## src/scalar_unit_cfg.svh

```systemverilog
// Widths, depths and opcodes of the scalar unit; IMEM_DEPTH must be a power of two
`ifndef SCALAR_UNIT_CFG_SVH
`define SCALAR_UNIT_CFG_SVH

//////////////////////////////////////////////////////////////////////
// Datapath sizes
//////////////////////////////////////////////////////////////////////
`define DATA_W		32		// Scalar word
`define REG_NUM		16		// Scalar registers, one bank
`define IMEM_DEPTH	64		// Instruction slots
`define IMM_W		16		// Immediate, sign extended to DATA_W

//////////////////////////////////////////////////////////////////////
// Opcodes, 3 bits each
//////////////////////////////////////////////////////////////////////
`define OP_NOP		3'd0	// Dropped at dispatch
`define OP_LDI		3'd1	// dst = sext(imm)
`define OP_ADD		3'd2
`define OP_SUB		3'd3	// src1 minus src2, wraps
`define OP_AND		3'd4
`define OP_OR		3'd5
`define OP_XOR		3'd6

`endif

```

## src/scalar_pkg.sv

```systemverilog
// Types of the scalar pipeline; the instruction word has exactly 32 bits with no spare field
`include "scalar_unit_cfg.svh"

package scalar_pkg;

	typedef logic [`DATA_W-1:0]					data_t;
	typedef logic [$clog2(`REG_NUM)-1:0]		reg_idx_t;
	typedef logic [$clog2(`IMEM_DEPTH):0]		pc_t;		// One extra bit to count a full program
	typedef logic [2:0]							opcode_t;
	typedef logic [`IMM_W-1:0]					imm_t;

	// Instruction word as stored
	typedef struct packed {
		logic		vec;		// Unit select, set for the vector unit
		opcode_t	op;
		reg_idx_t	dst;
		reg_idx_t	src1;
		reg_idx_t	src2;
		imm_t		imm;
	} instr_t;

	// Scalar operation leaving dispatch
	typedef struct packed {
		logic		valid;
		opcode_t	op;
		reg_idx_t	dst;
		reg_idx_t	src1;
		reg_idx_t	src2;
		imm_t		imm;
	} scalar_op_t;

	// Operand register, both sources resolved
	typedef struct packed {
		logic		valid;
		opcode_t	op;
		reg_idx_t	dst;
		data_t		a;
		data_t		b;
	} operand_t;

	typedef struct packed {
		logic		valid;
		reg_idx_t	dst;
		data_t		data;
	} wb_t;

	// Command to the vector unit
	typedef struct packed {
		logic		valid;
		instr_t		instr;
	} vcmd_t;

	typedef struct packed {
		logic		busy;
		logic		done;
		logic		zero;
		logic		neg;
	} status_t;

endpackage

```

## src/instr_mem.sv

```systemverilog
// Instruction store; writes only while run_en is low, program cleared by reset alone
`timescale 1ns/1ps
`include "scalar_unit_cfg.svh"

module instr_mem (
	input	logic					clock,
	input	logic					reset,
	input	logic					run_en,
	input	logic					st_req,
	input	scalar_pkg::instr_t		st_instr,
	output	logic					st_ack,
	input	logic					rd_en,
	input	scalar_pkg::pc_t		rd_addr,
	output	scalar_pkg::instr_t		rd_instr,
	output	scalar_pkg::pc_t		prog_len
);
	import scalar_pkg::*;

	localparam int addr_w = $clog2(`IMEM_DEPTH);

	instr_t		mem [`IMEM_DEPTH];
	pc_t		wr_ptr;
	logic		full;
	logic		accept;

	assign full		= (wr_ptr == pc_t'(`IMEM_DEPTH));
	assign accept	= st_req && !run_en && !full;	// Refused requests are simply ignored
	assign prog_len	= wr_ptr;

	// Write pointer and acknowledge
	always_ff @(posedge clock) begin
		if (reset) begin
			wr_ptr	<= '0;
			st_ack	<= 1'b0;
		end else begin
			st_ack	<= accept;
			if (accept)
				wr_ptr	<= wr_ptr + 1'b1;
		end
	end

	// Storage and registered read port
	always_ff @(posedge clock) begin
		if (accept)
			mem[wr_ptr[addr_w-1:0]]	<= st_instr;
		if (rd_en)
			rd_instr	<= mem[rd_addr[addr_w-1:0]];
	end

endmodule

```

## src/fetch_stage.sv

```systemverilog
// In-order fetch; pauses while run_en is low, stops at the program length, no branches
`timescale 1ns/1ps

module fetch_stage (
	input	logic					clock,
	input	logic					reset,
	input	logic					run_en,
	input	scalar_pkg::pc_t		prog_len,
	input	scalar_pkg::instr_t		mem_instr,
	output	logic					rd_en,
	output	scalar_pkg::pc_t		pc,
	output	logic					fetch_valid,
	output	scalar_pkg::instr_t		fetch_instr
);

	logic	at_end;

	//////////////////////////////////////////////////////////////////////
	// Read issue
	//////////////////////////////////////////////////////////////////////

	// End of program once pc has caught up with the stored length
	assign at_end	= (pc >= prog_len);
	assign rd_en	= run_en && !at_end;

	always_ff @(posedge clock) begin
		if (reset) begin
			pc	<= '0;
		end else if (rd_en) begin
			pc	<= pc + 1'b1;		// One instruction per enabled cycle
		end
	end

	//////////////////////////////////////////////////////////////////////
	// Returned instruction
	//////////////////////////////////////////////////////////////////////

	// Memory read takes one cycle, so the strobe follows rd_en by one
	always_ff @(posedge clock) begin
		if (reset) begin
			fetch_valid	<= 1'b0;
		end else begin
			fetch_valid	<= rd_en;
		end
	end

	assign fetch_instr	= mem_instr;	// Only meaningful with fetch_valid

endmodule

```

## src/dispatch_stage.sv

```systemverilog
// Routes each fetched instruction to the vector unit or the scalar path; NOPs are dropped
`timescale 1ns/1ps
`include "scalar_unit_cfg.svh"

module dispatch_stage (
	input	logic					clock,
	input	logic					reset,
	input	logic					fetch_valid,
	input	scalar_pkg::instr_t		fetch_instr,
	output	scalar_pkg::vcmd_t		v_command,
	output	scalar_pkg::scalar_op_t	s_op
);

	logic	to_vec;
	logic	to_scalar;

	assign to_vec		= fetch_valid && fetch_instr.vec;
	assign to_scalar	= fetch_valid && !fetch_instr.vec && (fetch_instr.op != `OP_NOP);

	// Valid bits, exactly one side per slot at most
	always_ff @(posedge clock) begin
		if (reset) begin
			v_command.valid	<= 1'b0;
			s_op.valid		<= 1'b0;
		end else begin
			v_command.valid	<= to_vec;
			s_op.valid		<= to_scalar;
		end
	end

	// Payload follows every fetched slot
	always_ff @(posedge clock) begin
		if (fetch_valid) begin
			v_command.instr	<= fetch_instr;		// Passed unchanged
			s_op.op			<= fetch_instr.op;
			s_op.dst		<= fetch_instr.dst;
			s_op.src1		<= fetch_instr.src1;
			s_op.src2		<= fetch_instr.src2;
			s_op.imm		<= fetch_instr.imm;
		end
	end

endmodule

```

## src/operand_stage.sv

```systemverilog
// Register read with bypass from execute and write-back; one bank, two read ports
`timescale 1ns/1ps
`include "scalar_unit_cfg.svh"

module operand_stage (
	input	logic					clock,
	input	logic					reset,
	input	scalar_pkg::scalar_op_t	s_op,
	input	scalar_pkg::wb_t		alu_fwd,
	input	scalar_pkg::wb_t		wb,
	output	scalar_pkg::operand_t	operand
);
	import scalar_pkg::*;

	data_t		rf [`REG_NUM];
	data_t		src1_val;
	data_t		src2_val;
	data_t		imm_ext;
	logic		is_ldi;

	// Newest value of a register: ALU result first, then write-back, then the file
	function automatic data_t pick(input reg_idx_t idx, input wb_t fwd, input wb_t late,
			input data_t rf_val);
		data_t	val;
		if (fwd.valid && fwd.dst == idx)
			val	= fwd.data;
		else if (late.valid && late.dst == idx)
			val	= late.data;
		else
			val	= rf_val;
		return val;
	endfunction

	//////////////////////////////////////////////////////////////////////
	// Register file
	//////////////////////////////////////////////////////////////////////
	always_ff @(posedge clock) begin
		if (reset) begin
			for (int i = 0; i < `REG_NUM; i++)
				rf[i]	<= '0;
		end else if (wb.valid) begin
			rf[wb.dst]	<= wb.data;
		end
	end

	//////////////////////////////////////////////////////////////////////
	// Bypass network
	//////////////////////////////////////////////////////////////////////
	assign is_ldi	= (s_op.op == `OP_LDI);
	assign imm_ext	= {{(`DATA_W-`IMM_W){s_op.imm[`IMM_W-1]}}, s_op.imm};

	always_comb begin
		src1_val	= pick(s_op.src1, alu_fwd, wb, rf[s_op.src1]);
		src2_val	= pick(s_op.src2, alu_fwd, wb, rf[s_op.src2]);
	end

	// Operand pipeline register
	always_ff @(posedge clock) begin
		if (reset)
			operand.valid	<= 1'b0;
		else
			operand.valid	<= s_op.valid;
	end

	always_ff @(posedge clock) begin
		operand.op	<= s_op.op;
		operand.dst	<= s_op.dst;
		operand.a	<= is_ldi ? '0 : src1_val;		// LDI reads no register
		operand.b	<= is_ldi ? imm_ext : src2_val;
	end

endmodule

```

## src/exec_stage.sv

```systemverilog
// Single-cycle ALU; result forwarded combinationally and registered as the write-back
`timescale 1ns/1ps
`include "scalar_unit_cfg.svh"

module exec_stage (
	input	logic					clock,
	input	logic					reset,
	input	scalar_pkg::operand_t	operand,
	output	scalar_pkg::wb_t		alu_fwd,
	output	scalar_pkg::wb_t		wb,
	output	logic					zero,
	output	logic					neg
);
	import scalar_pkg::*;

	data_t	result;

	//////////////////////////////////////////////////////////////////////
	// ALU
	//////////////////////////////////////////////////////////////////////
	always_comb begin
		case (operand.op)
			`OP_LDI:	result = operand.b;
			`OP_ADD:	result = operand.a + operand.b;
			`OP_SUB:	result = operand.a - operand.b;		// Modulo 2^DATA_W
			`OP_AND:	result = operand.a & operand.b;
			`OP_OR:		result = operand.a | operand.b;
			`OP_XOR:	result = operand.a ^ operand.b;
			default:	result = '0;
		endcase
	end

	// Bypass source for the operand stage
	assign alu_fwd.valid	= operand.valid;
	assign alu_fwd.dst		= operand.dst;
	assign alu_fwd.data		= result;

	//////////////////////////////////////////////////////////////////////
	// Write-back register and flags
	//////////////////////////////////////////////////////////////////////
	always_ff @(posedge clock) begin
		if (reset) begin
			wb.valid	<= 1'b0;
			zero		<= 1'b0;
			neg			<= 1'b0;
		end else begin
			wb.valid	<= operand.valid;
			if (operand.valid) begin
				zero	<= (result == '0);
				neg		<= result[`DATA_W-1];	// Sign of the last result
			end
		end
	end

	always_ff @(posedge clock) begin
		wb.dst	<= operand.dst;
		wb.data	<= result;
	end

endmodule

```

## src/scalar_unit.sv

```systemverilog
// Scalar unit top; no back-pressure, every output strobe must be taken when it appears
`timescale 1ns/1ps

module scalar_unit (
	input	logic					clock,
	input	logic					reset,
	input	logic					run_en,
	input	logic					st_req,
	input	scalar_pkg::instr_t		st_instr,
	output	logic					st_ack,
	output	scalar_pkg::vcmd_t		v_command,
	output	scalar_pkg::wb_t		scalar_data,
	output	scalar_pkg::status_t	status
);
	import scalar_pkg::*;

	logic		rd_en;
	pc_t		pc;
	pc_t		prog_len;
	instr_t		mem_instr;
	logic		fetch_valid;
	instr_t		fetch_instr;
	scalar_op_t	s_op;
	operand_t	operand;
	wb_t		alu_fwd;
	wb_t		wb;
	logic		zero;
	logic		neg;

	//////////////////////////////////////////////////////////////////////
	// Front end
	//////////////////////////////////////////////////////////////////////
	instr_mem i_instr_mem (
		.clock(clock), .reset(reset), .run_en(run_en),
		.st_req(st_req), .st_instr(st_instr), .st_ack(st_ack),
		.rd_en(rd_en), .rd_addr(pc), .rd_instr(mem_instr), .prog_len(prog_len)
	);

	fetch_stage i_fetch_stage (
		.clock(clock), .reset(reset), .run_en(run_en), .prog_len(prog_len),
		.mem_instr(mem_instr), .rd_en(rd_en), .pc(pc),
		.fetch_valid(fetch_valid), .fetch_instr(fetch_instr)
	);

	dispatch_stage i_dispatch_stage (
		.clock(clock), .reset(reset), .fetch_valid(fetch_valid),
		.fetch_instr(fetch_instr), .v_command(v_command), .s_op(s_op)
	);

	//////////////////////////////////////////////////////////////////////
	// Scalar back end
	//////////////////////////////////////////////////////////////////////
	operand_stage i_operand_stage (
		.clock(clock), .reset(reset), .s_op(s_op),
		.alu_fwd(alu_fwd), .wb(wb), .operand(operand)
	);

	exec_stage i_exec_stage (
		.clock(clock), .reset(reset), .operand(operand),
		.alu_fwd(alu_fwd), .wb(wb), .zero(zero), .neg(neg)
	);

	assign scalar_data	= wb;

	// Status from the stage valids
	assign status.busy	= rd_en || fetch_valid || v_command.valid || s_op.valid
						|| operand.valid || wb.valid;
	assign status.done	= (prog_len != '0) && (pc == prog_len) && !status.busy;
	assign status.zero	= zero;
	assign status.neg	= neg;

endmodule

```

## config.mk

```make
export PLATFORM = sky130hd
export DESIGN_NAME = scalar_unit
export DESIGN_NICKNAME = d
export VERILOG_FILES = /design/src/scalar_pkg.sv /design/src/instr_mem.sv /design/src/fetch_stage.sv /design/src/dispatch_stage.sv /design/src/operand_stage.sv /design/src/exec_stage.sv /design/src/scalar_unit.sv
export VERILOG_INCLUDE_DIRS = /design/src
export SDC_FILE = /design/constraint.sdc
export NUM_CORES = 2
export LEC_CHECK = 0
export ABC_AREA = 0
export BUFFER_PORTS_ARGS = -buffer_cell sky130_fd_sc_hd__buf_2
export CORE_MARGIN = 2
export CORE_UTILIZATION = 45
export DETAILED_ROUTE_END_ITERATION = 10
export GPL_ROUTABILITY_DRIVEN = 0
export SYNTH_ARGS = -nofsm -noshare
export SYNTH_HDL_FRONTEND = slang
export SYNTH_SLANG_ARGS = --single-unit
```

## constraint.sdc

```tcl
create_clock -name clock -period 9.6 [get_ports clock]
set_input_delay 0.48 -clock clock [delete_from_list [all_inputs] [get_ports clock]]
set_output_delay 0.48 -clock clock [all_outputs]
set_load 0.01 [all_outputs]
```

==> Yosys cells after proc, flatten, opt, wreduce, memory -nomap -nowiden <==
Memory sizes are Yosys's and may differ from the RTL's. A register that Yosys moved wholly into a read port is not among the register bits.
Index checks and enable logic that the tools add are counted.
{ "word_totals": {"memories": 2, "romBits": 0, "out_inout_bits": 75, "latchBits": 0, "reg_bits": 161, "ram_bits": 2560} }
{ "classes": {"multipliers": 0, "mux": 18, "n_lt_le_gt_ge": 1, "n_reduce_logical": 26, "n_eq_ne": 13, "n_addsub": 4, "shift": 0, "n_div": 0, "n_bitwise": 3} }
{ "memory_table": {"columns": ["memory", "words", "word_bits", "rd", "rd_clocked_by_memory_dff", "write_ports", "line", "rtl"], "rows": [
  ["i_instr_mem.mem", 64, 32, 1, 1, 1, "instr_mem.sv:21", "instr_t mem [`IMEM_DEPTH];"],
  ["i_operand_stage.rf", 16, 32, 2, 2, 16, "operand_stage.sv:15", "data_t rf [`REG_NUM];"]
]} }
{ "op_table": {"columns": ["cell", "count"], "rows": [
  ["32-bit two-way mux", 6],
  ["32-bit case mux with 6 select lines", 1],
  ["32-bit adder", 1],
  ["32-bit bitwise AND", 1],
  ["32-bit logical NOT", 1],
  ["32-bit bitwise OR", 1],
  ["32-bit OR reduction", 1],
  ["32-bit subtractor", 1],
  ["32-bit XOR", 1],
  ["4-bit == test", 4],
  ["7-bit by 1-bit adder with 7-bit output (second input constant)", 2],
  ["1-bit logical AND", 12],
  ["4-bit two-way mux", 3],
  ["3-bit == test (second input constant)", 3],
  ["1-bit two-way mux", 8],
  ["7-bit == test", 1],
  ["7-bit == test (second input constant)", 1],
  ["7-bit >= comparator", 1],
  ["7-bit nonzero test", 1],
  ["3-bit by 1-bit == test with 1-bit output (second input constant)", 2],
  ["3-bit by 2-bit == test with 1-bit output (second input constant)", 2],
  ["1-bit logical NOT", 5],
  ["1-bit logical OR", 5],
  ["3-bit nonzero test", 1]
]} }

==> Longest topological paths before layout <==
{ "logic_depth": {"word_depth": 10, "ltp_mapped": 22} }

==> Hierarchy <==
From an unflattened synthesis, not the netlist that was laid out.
{ "unflattened": {"hier_cells": 6435, "area_unflattened_um2": 117446.4} }
{ "modules_own_cells": {"columns": ["mod", "instances", "area_each_um2", "seq_area_each_um2", "cells_per_inst"], "rows": [
  ["instr_mem", 1, 79481.2, 62620.1, 3379],
  ["operand_stage", 1, 30071.3, 16816.1, 2131],
  ["exec_stage", 1, 5711.7, 780.7, 746],
  ["dispatch_stage", 1, 1263.7, 1001.0, 68],
  ["fetch_stage", 1, 790.8, 160.2, 94],
  ["scalar_unit", 1, 127.6, 0.0, 17]
]} }

==> Worst setup path after synthesis <==
OpenSTA, ideal clock, no wires.
{ "synth_path": {"kind": "flip-flop to flip-flop", "startpoint": "register, netlist name i_operand_stage.operand[69]", "endpoint": "register i_exec_stage.zero", "slack_ps": 5281, "synth_period_minus_slack_ps": 4319, "stages_incl_launch_ff": 21, "arrival_time_ps": 4204, "cell_sequence": "dfxtp_1 buf_2 buf_2 and2b_4 clkbuf_1 and2_1 clkbuf_1 nor2_1 xnor2_1 ha_1 nor2_1 a211oi_1 o21bai_1 a211oi_2 o211ai_1 a31oi_1 a41oi_1 xnor2_1 o211ai_1 nor2_1 a31o_1"} }
{ "synth_rtl": {"columns": ["item", "line", "rtl"], "rows": [
  ["to (signal assigned)", "exec_stage.sv:49", "zero <= (result == '0);"],
  ["to (decl)", "exec_stage.sv:11", "output logic zero,"]
]} }

==> results.sh <==
export IMPL_status="complete, no violations"
export IMPL_syn_cell_area_um2=116200
export IMPL_cp_end_kind="register"
export IMPL_crit_path_start_kind="register"
export IMPL_core_area_um2=256900
export IMPL_timing_rr_start="i_operand_stage.operand[69]"
export IMPL_grt_start_max_net_pins=142
export IMPL_syn_to_final_growth_pct=12.35
export IMPL_slew_violations=0
export IMPL_period_needed_ns=5.649
export IMPL_ys_seq_area_share_pct=70.17
export IMPL_tightestPinTransition_ns=1.224
export IMPL_synth_nets=5944
export IMPL_antenna_found_initial=35
export IMPL_critPathRequiredTime_ns=10.39
export IMPL_drive_above_1_share_pct=29.09
export IMPL_dp_hpwl_mm=179.4
export IMPL_path_depth=16
export IMPL_dieArea_um2=262300
export IMPL_yosysWarnings=0
export IMPL_drt_iter0_drc=6580
export IMPL_cts_sinks=2761
export IMPL_synthMuxAreaShare_pct=19.98
export IMPL_layout_cells_non_filler=9577
export IMPL_synth_ff_type="edfxtp_1"
export IMPL_vias_per_cell=6.172
export IMPL_die_y_um=512.1
export IMPL_numCtsBuffers=305
export IMPL_synth_top_family_by_area="multiplexers"
export IMPL_slowest_stage="dfxtp_1"
export IMPL_cts_tree="done"
export IMPL_drtAntennaViolNets=0
export IMPL_crit_family="simple AND/OR/NAND/NOR gates"
export IMPL_synth_simple_area_share_pct=4.539
export IMPL_cts_root_buf="clkbuf_16"
export IMPL_synth_cells=5801
export IMPL_reg2regPathDepth=16
export IMPL_io_pins=111
export IMPL_fin_nets=6106
export IMPL_wl_mm=324.7
export IMPL_finalHoldViolations=0
export IMPL_wl_per_cell_um=33.91
export IMPL_cp_endpoint="i_exec_stage.zero"
export IMPL_synth_compound_area_share_pct=1.730
export IMPL_crit_fanout=23
export IMPL_htreeDepth=5
export IMPL_crit_type="register to register"
export IMPL_slew_headroom_pct=18.40
export IMPL_path_cells="and2b_4 -> and2_1 -> nor2_1 -> xnor2_1 -> ha_1 -> nor2_1 -> a211oi_1 -> o21ai_1 -> nand3_1 -> nand2_1 -> or3b_1 -> o2111ai_1 -> nor4_1 -> nand4_1 -> nor4bb_1 -> a31o_1"
export IMPL_cts_setup_buffers=0
export IMPL_grt_overflow=0
export IMPL_synth_edf_count=2624
export IMPL_ctsHoldBuffers=0
export IMPL_placed_cells=9040
export IMPL_cts_resized=0
export IMPL_grt_usage_pct=24.75
export IMPL_fmax_ghz=0.1770
export IMPL_grt_pass1_vias=60390
export IMPL_final_common_cell="edfxtp_1"
export IMPL_drc_errors=0
export IMPL_rsz0062_at_grt="no"
export IMPL_ys_types=87
export IMPL_vias=59110
export IMPL_finalSetupViolations=0
export IMPL_cp_startpoint="i_operand_stage.operand[69]"
export IMPL_final_setup_tns_ns=0
export IMPL_slowest_delay_ns=0.85
export IMPL_dr_pass1_iters=6
export IMPL_r2r_slack_ns=3.95
export IMPL_cellPowerDensity_nw_per_um2=198.3
export IMPL_finClkSkew_ns=0.08893
export IMPL_clkTransAtPathRegs_ns=0.06
export IMPL_worstHoldPathType="input port to register"
export IMPL_start_util_pct=45.23
export IMPL_fin_crit_sh_pct=58.84
export IMPL_reg2reg_to="i_exec_stage.zero"
export IMPL_crit_buf_inv=0
export IMPL_fillers=20330
export IMPL_path_common_cell="nor2_1"
export IMPL_vdd_drop_max_uv=209.0
export IMPL_synth_seq_cells=2761
export IMPL_cts_buffer_depth=4
export IMPL_rows=186
export IMPL_clkLatencyLatePin_ns=0.93
export IMPL_portBuffers=110
export IMPL_die_w_um=512.1
export IMPL_synth_xor_area_share_pct=0.6095
export IMPL_maxCapViolCount=0
export IMPL_power_leakage_nw=41.53
export IMPL_synthArstFlopShare_pct=0
export IMPL_synth_fa_ha_area_share_pct=1.159
export IMPL_critPathArrivalTime_ns=6.44
export IMPL_grt_pass1_wl_mm=459.6
export IMPL_mostFrequentLayoutCells="edfxtp_1 (2624), mux4_2 (992), and2_1 (517), clkbuf_16 (310), nor2_1 (138)"
export IMPL_avgSynthCellArea_um2=20.03
-- layout make-up --
type / instances / area [um2] / area share (%)
multi-input cells: 2547 / 33200 / 25.43
repair buffers: 253 / 1712 / 1.311
diodes: 9 / 22.52 / 0.01725
flip-flops and latches: 2761 / 81580 / 62.49
inverters: 95 / 356.6 / 0.2731
well taps: 3384 / 4234 / 3.243
clock buffers: 377 / 8049 / 6.165
clock inverters: 151 / 1394 / 1.068
-- cell usage after synthesis (6+ instances only) --
cell | n | area share [%]
or2_2 | 16 | 0.086
buf_2 | 50 | 0.22
a22oi_1 | 20 | 0.13
nand4_1 | 10 | 0.054
nor2b_1 | 10 | 0.054
inv_1 | 92 | 0.30
a211oi_1 | 36 | 0.23
o211ai_1 | 17 | 0.11
nand2b_1 | 11 | 0.059
o31ai_1 | 7 | 0.045
and2_1 | 517 | 2.8
buf_4 | 34 | 0.22
xnor2_1 | 57 | 0.43
dfxtp_1 | 137 | 2.4
o21bai_1 | 6 | 0.039
ha_1 | 106 | 1.1
nor3_1 | 19 | 0.082
mux2i_1 | 75 | 0.65
a221oi_1 | 6 | 0.045
mux4_2 | 992 | 19
clkbuf_1 | 244 | 0.79
o21ai_1 | 23 | 0.099
nand2_1 | 99 | 0.32
a21oi_1 | 86 | 0.37
nor4_1 | 12 | 0.065
edfxtp_1 | 2624 | 68
nand3_1 | 27 | 0.12
buf_1 | 63 | 0.20
o21ai_0 | 62 | 0.27
xor2_1 | 22 | 0.17
mux2_2 | 10 | 0.097
a21o_1 | 11 | 0.071
nor2_1 | 215 | 0.69
-- registers in the layout, indices dropped and copies added (netlist names), 7 cells and up, named ones only --
| signal | cells |
|---|---|
| i_dispatch_stage.v_command | 33 |
| i_exec_stage.wb | 37 |
| i_fetch_stage.pc | 7 |
| i_instr_mem.mem | 2048 |
| i_instr_mem.prog_len | 7 |
| i_instr_mem.rd_instr | 32 |
| i_operand_stage.operand | 72 |
| i_operand_stage.rf | 512 |
-- routing by layer --
| layer | GRT usage [%] | wire length (um) | vias up |
|---|---|---|---|
| met5 | 0 | 0 | - |
| met4 | 8.544 | 12070 | 0 |
| met3 | 3.540 | 21100 | 572 |
| met2 | 41.71 | 164000 | 2427 |
| met1 | 33.11 | 127500 | 32080 |
| li1 | - | - | 24030 |
-- cell families after synthesis --
group	count (synthesis)
flip-flops	2761
buffers and inverters	493
XOR/XNOR	80
AO/OA/AOI/OAI	316
AND/OR/NAND/NOR	966
multiplexers	1078
adder cells (fa/ha/maj)	107
-- stage by stage --
stage | cell area (um2) | setup WS, ns | total power, W | hold WS (ns) | util, %
global placement | 121100 | 4.312 | 0.01489 | 0.3770 | 47.13
global route | 130500 | 3.783 | 0.02660 | 0.07501 | 50.81
finish | 130600 | 3.951 | 0.02589 | 0.1061 | 50.81
floorplan | 116200 | 5.281 | 0.01438 | 0.3493 | -
detailed placement | 121100 | 4.174 | 0.01492 | 0.3765 | 47.13
CTS | 130500 | 4.093 | 0.02607 | 0.03375 | 50.80
-- worst min-delay path, delay by kind of cell --
kind                   cells  cell delay (ns)
buffers and inverters      2             0.34
and+or+nand+nor            1             0.05
AOI/OAI and AO/OA          1             0.10
-- power breakdown --
group	internal, W	leakage, nW	switching [W]
registers	0.0133	25.4	0.000190
logic	0.000468	11.5	0.000702
clock network	0.00658	4.62	0.00464
total	0.0204	41.5	0.00553
-- how the worst min path moves through the flow --
stage                                        start                           to  slack (ns)  cells past startpoint
floorplan           i_dispatch_stage.v_command[24]  i_operand_stage.operand[64]        0.35                      0
global placement    i_dispatch_stage.v_command[24]  i_operand_stage.operand[64]        0.38                      0
detailed placement  i_dispatch_stage.v_command[26]  i_operand_stage.operand[66]        0.38                      0
CTS                                         run_en    i_fetch_stage.fetch_valid        0.03                      4
global route                                run_en    i_fetch_stage.fetch_valid        0.08                      4
finish                                      run_en    i_fetch_stage.fetch_valid        0.11                      4
No activity file was read; power rests on OpenSTA's default activity.
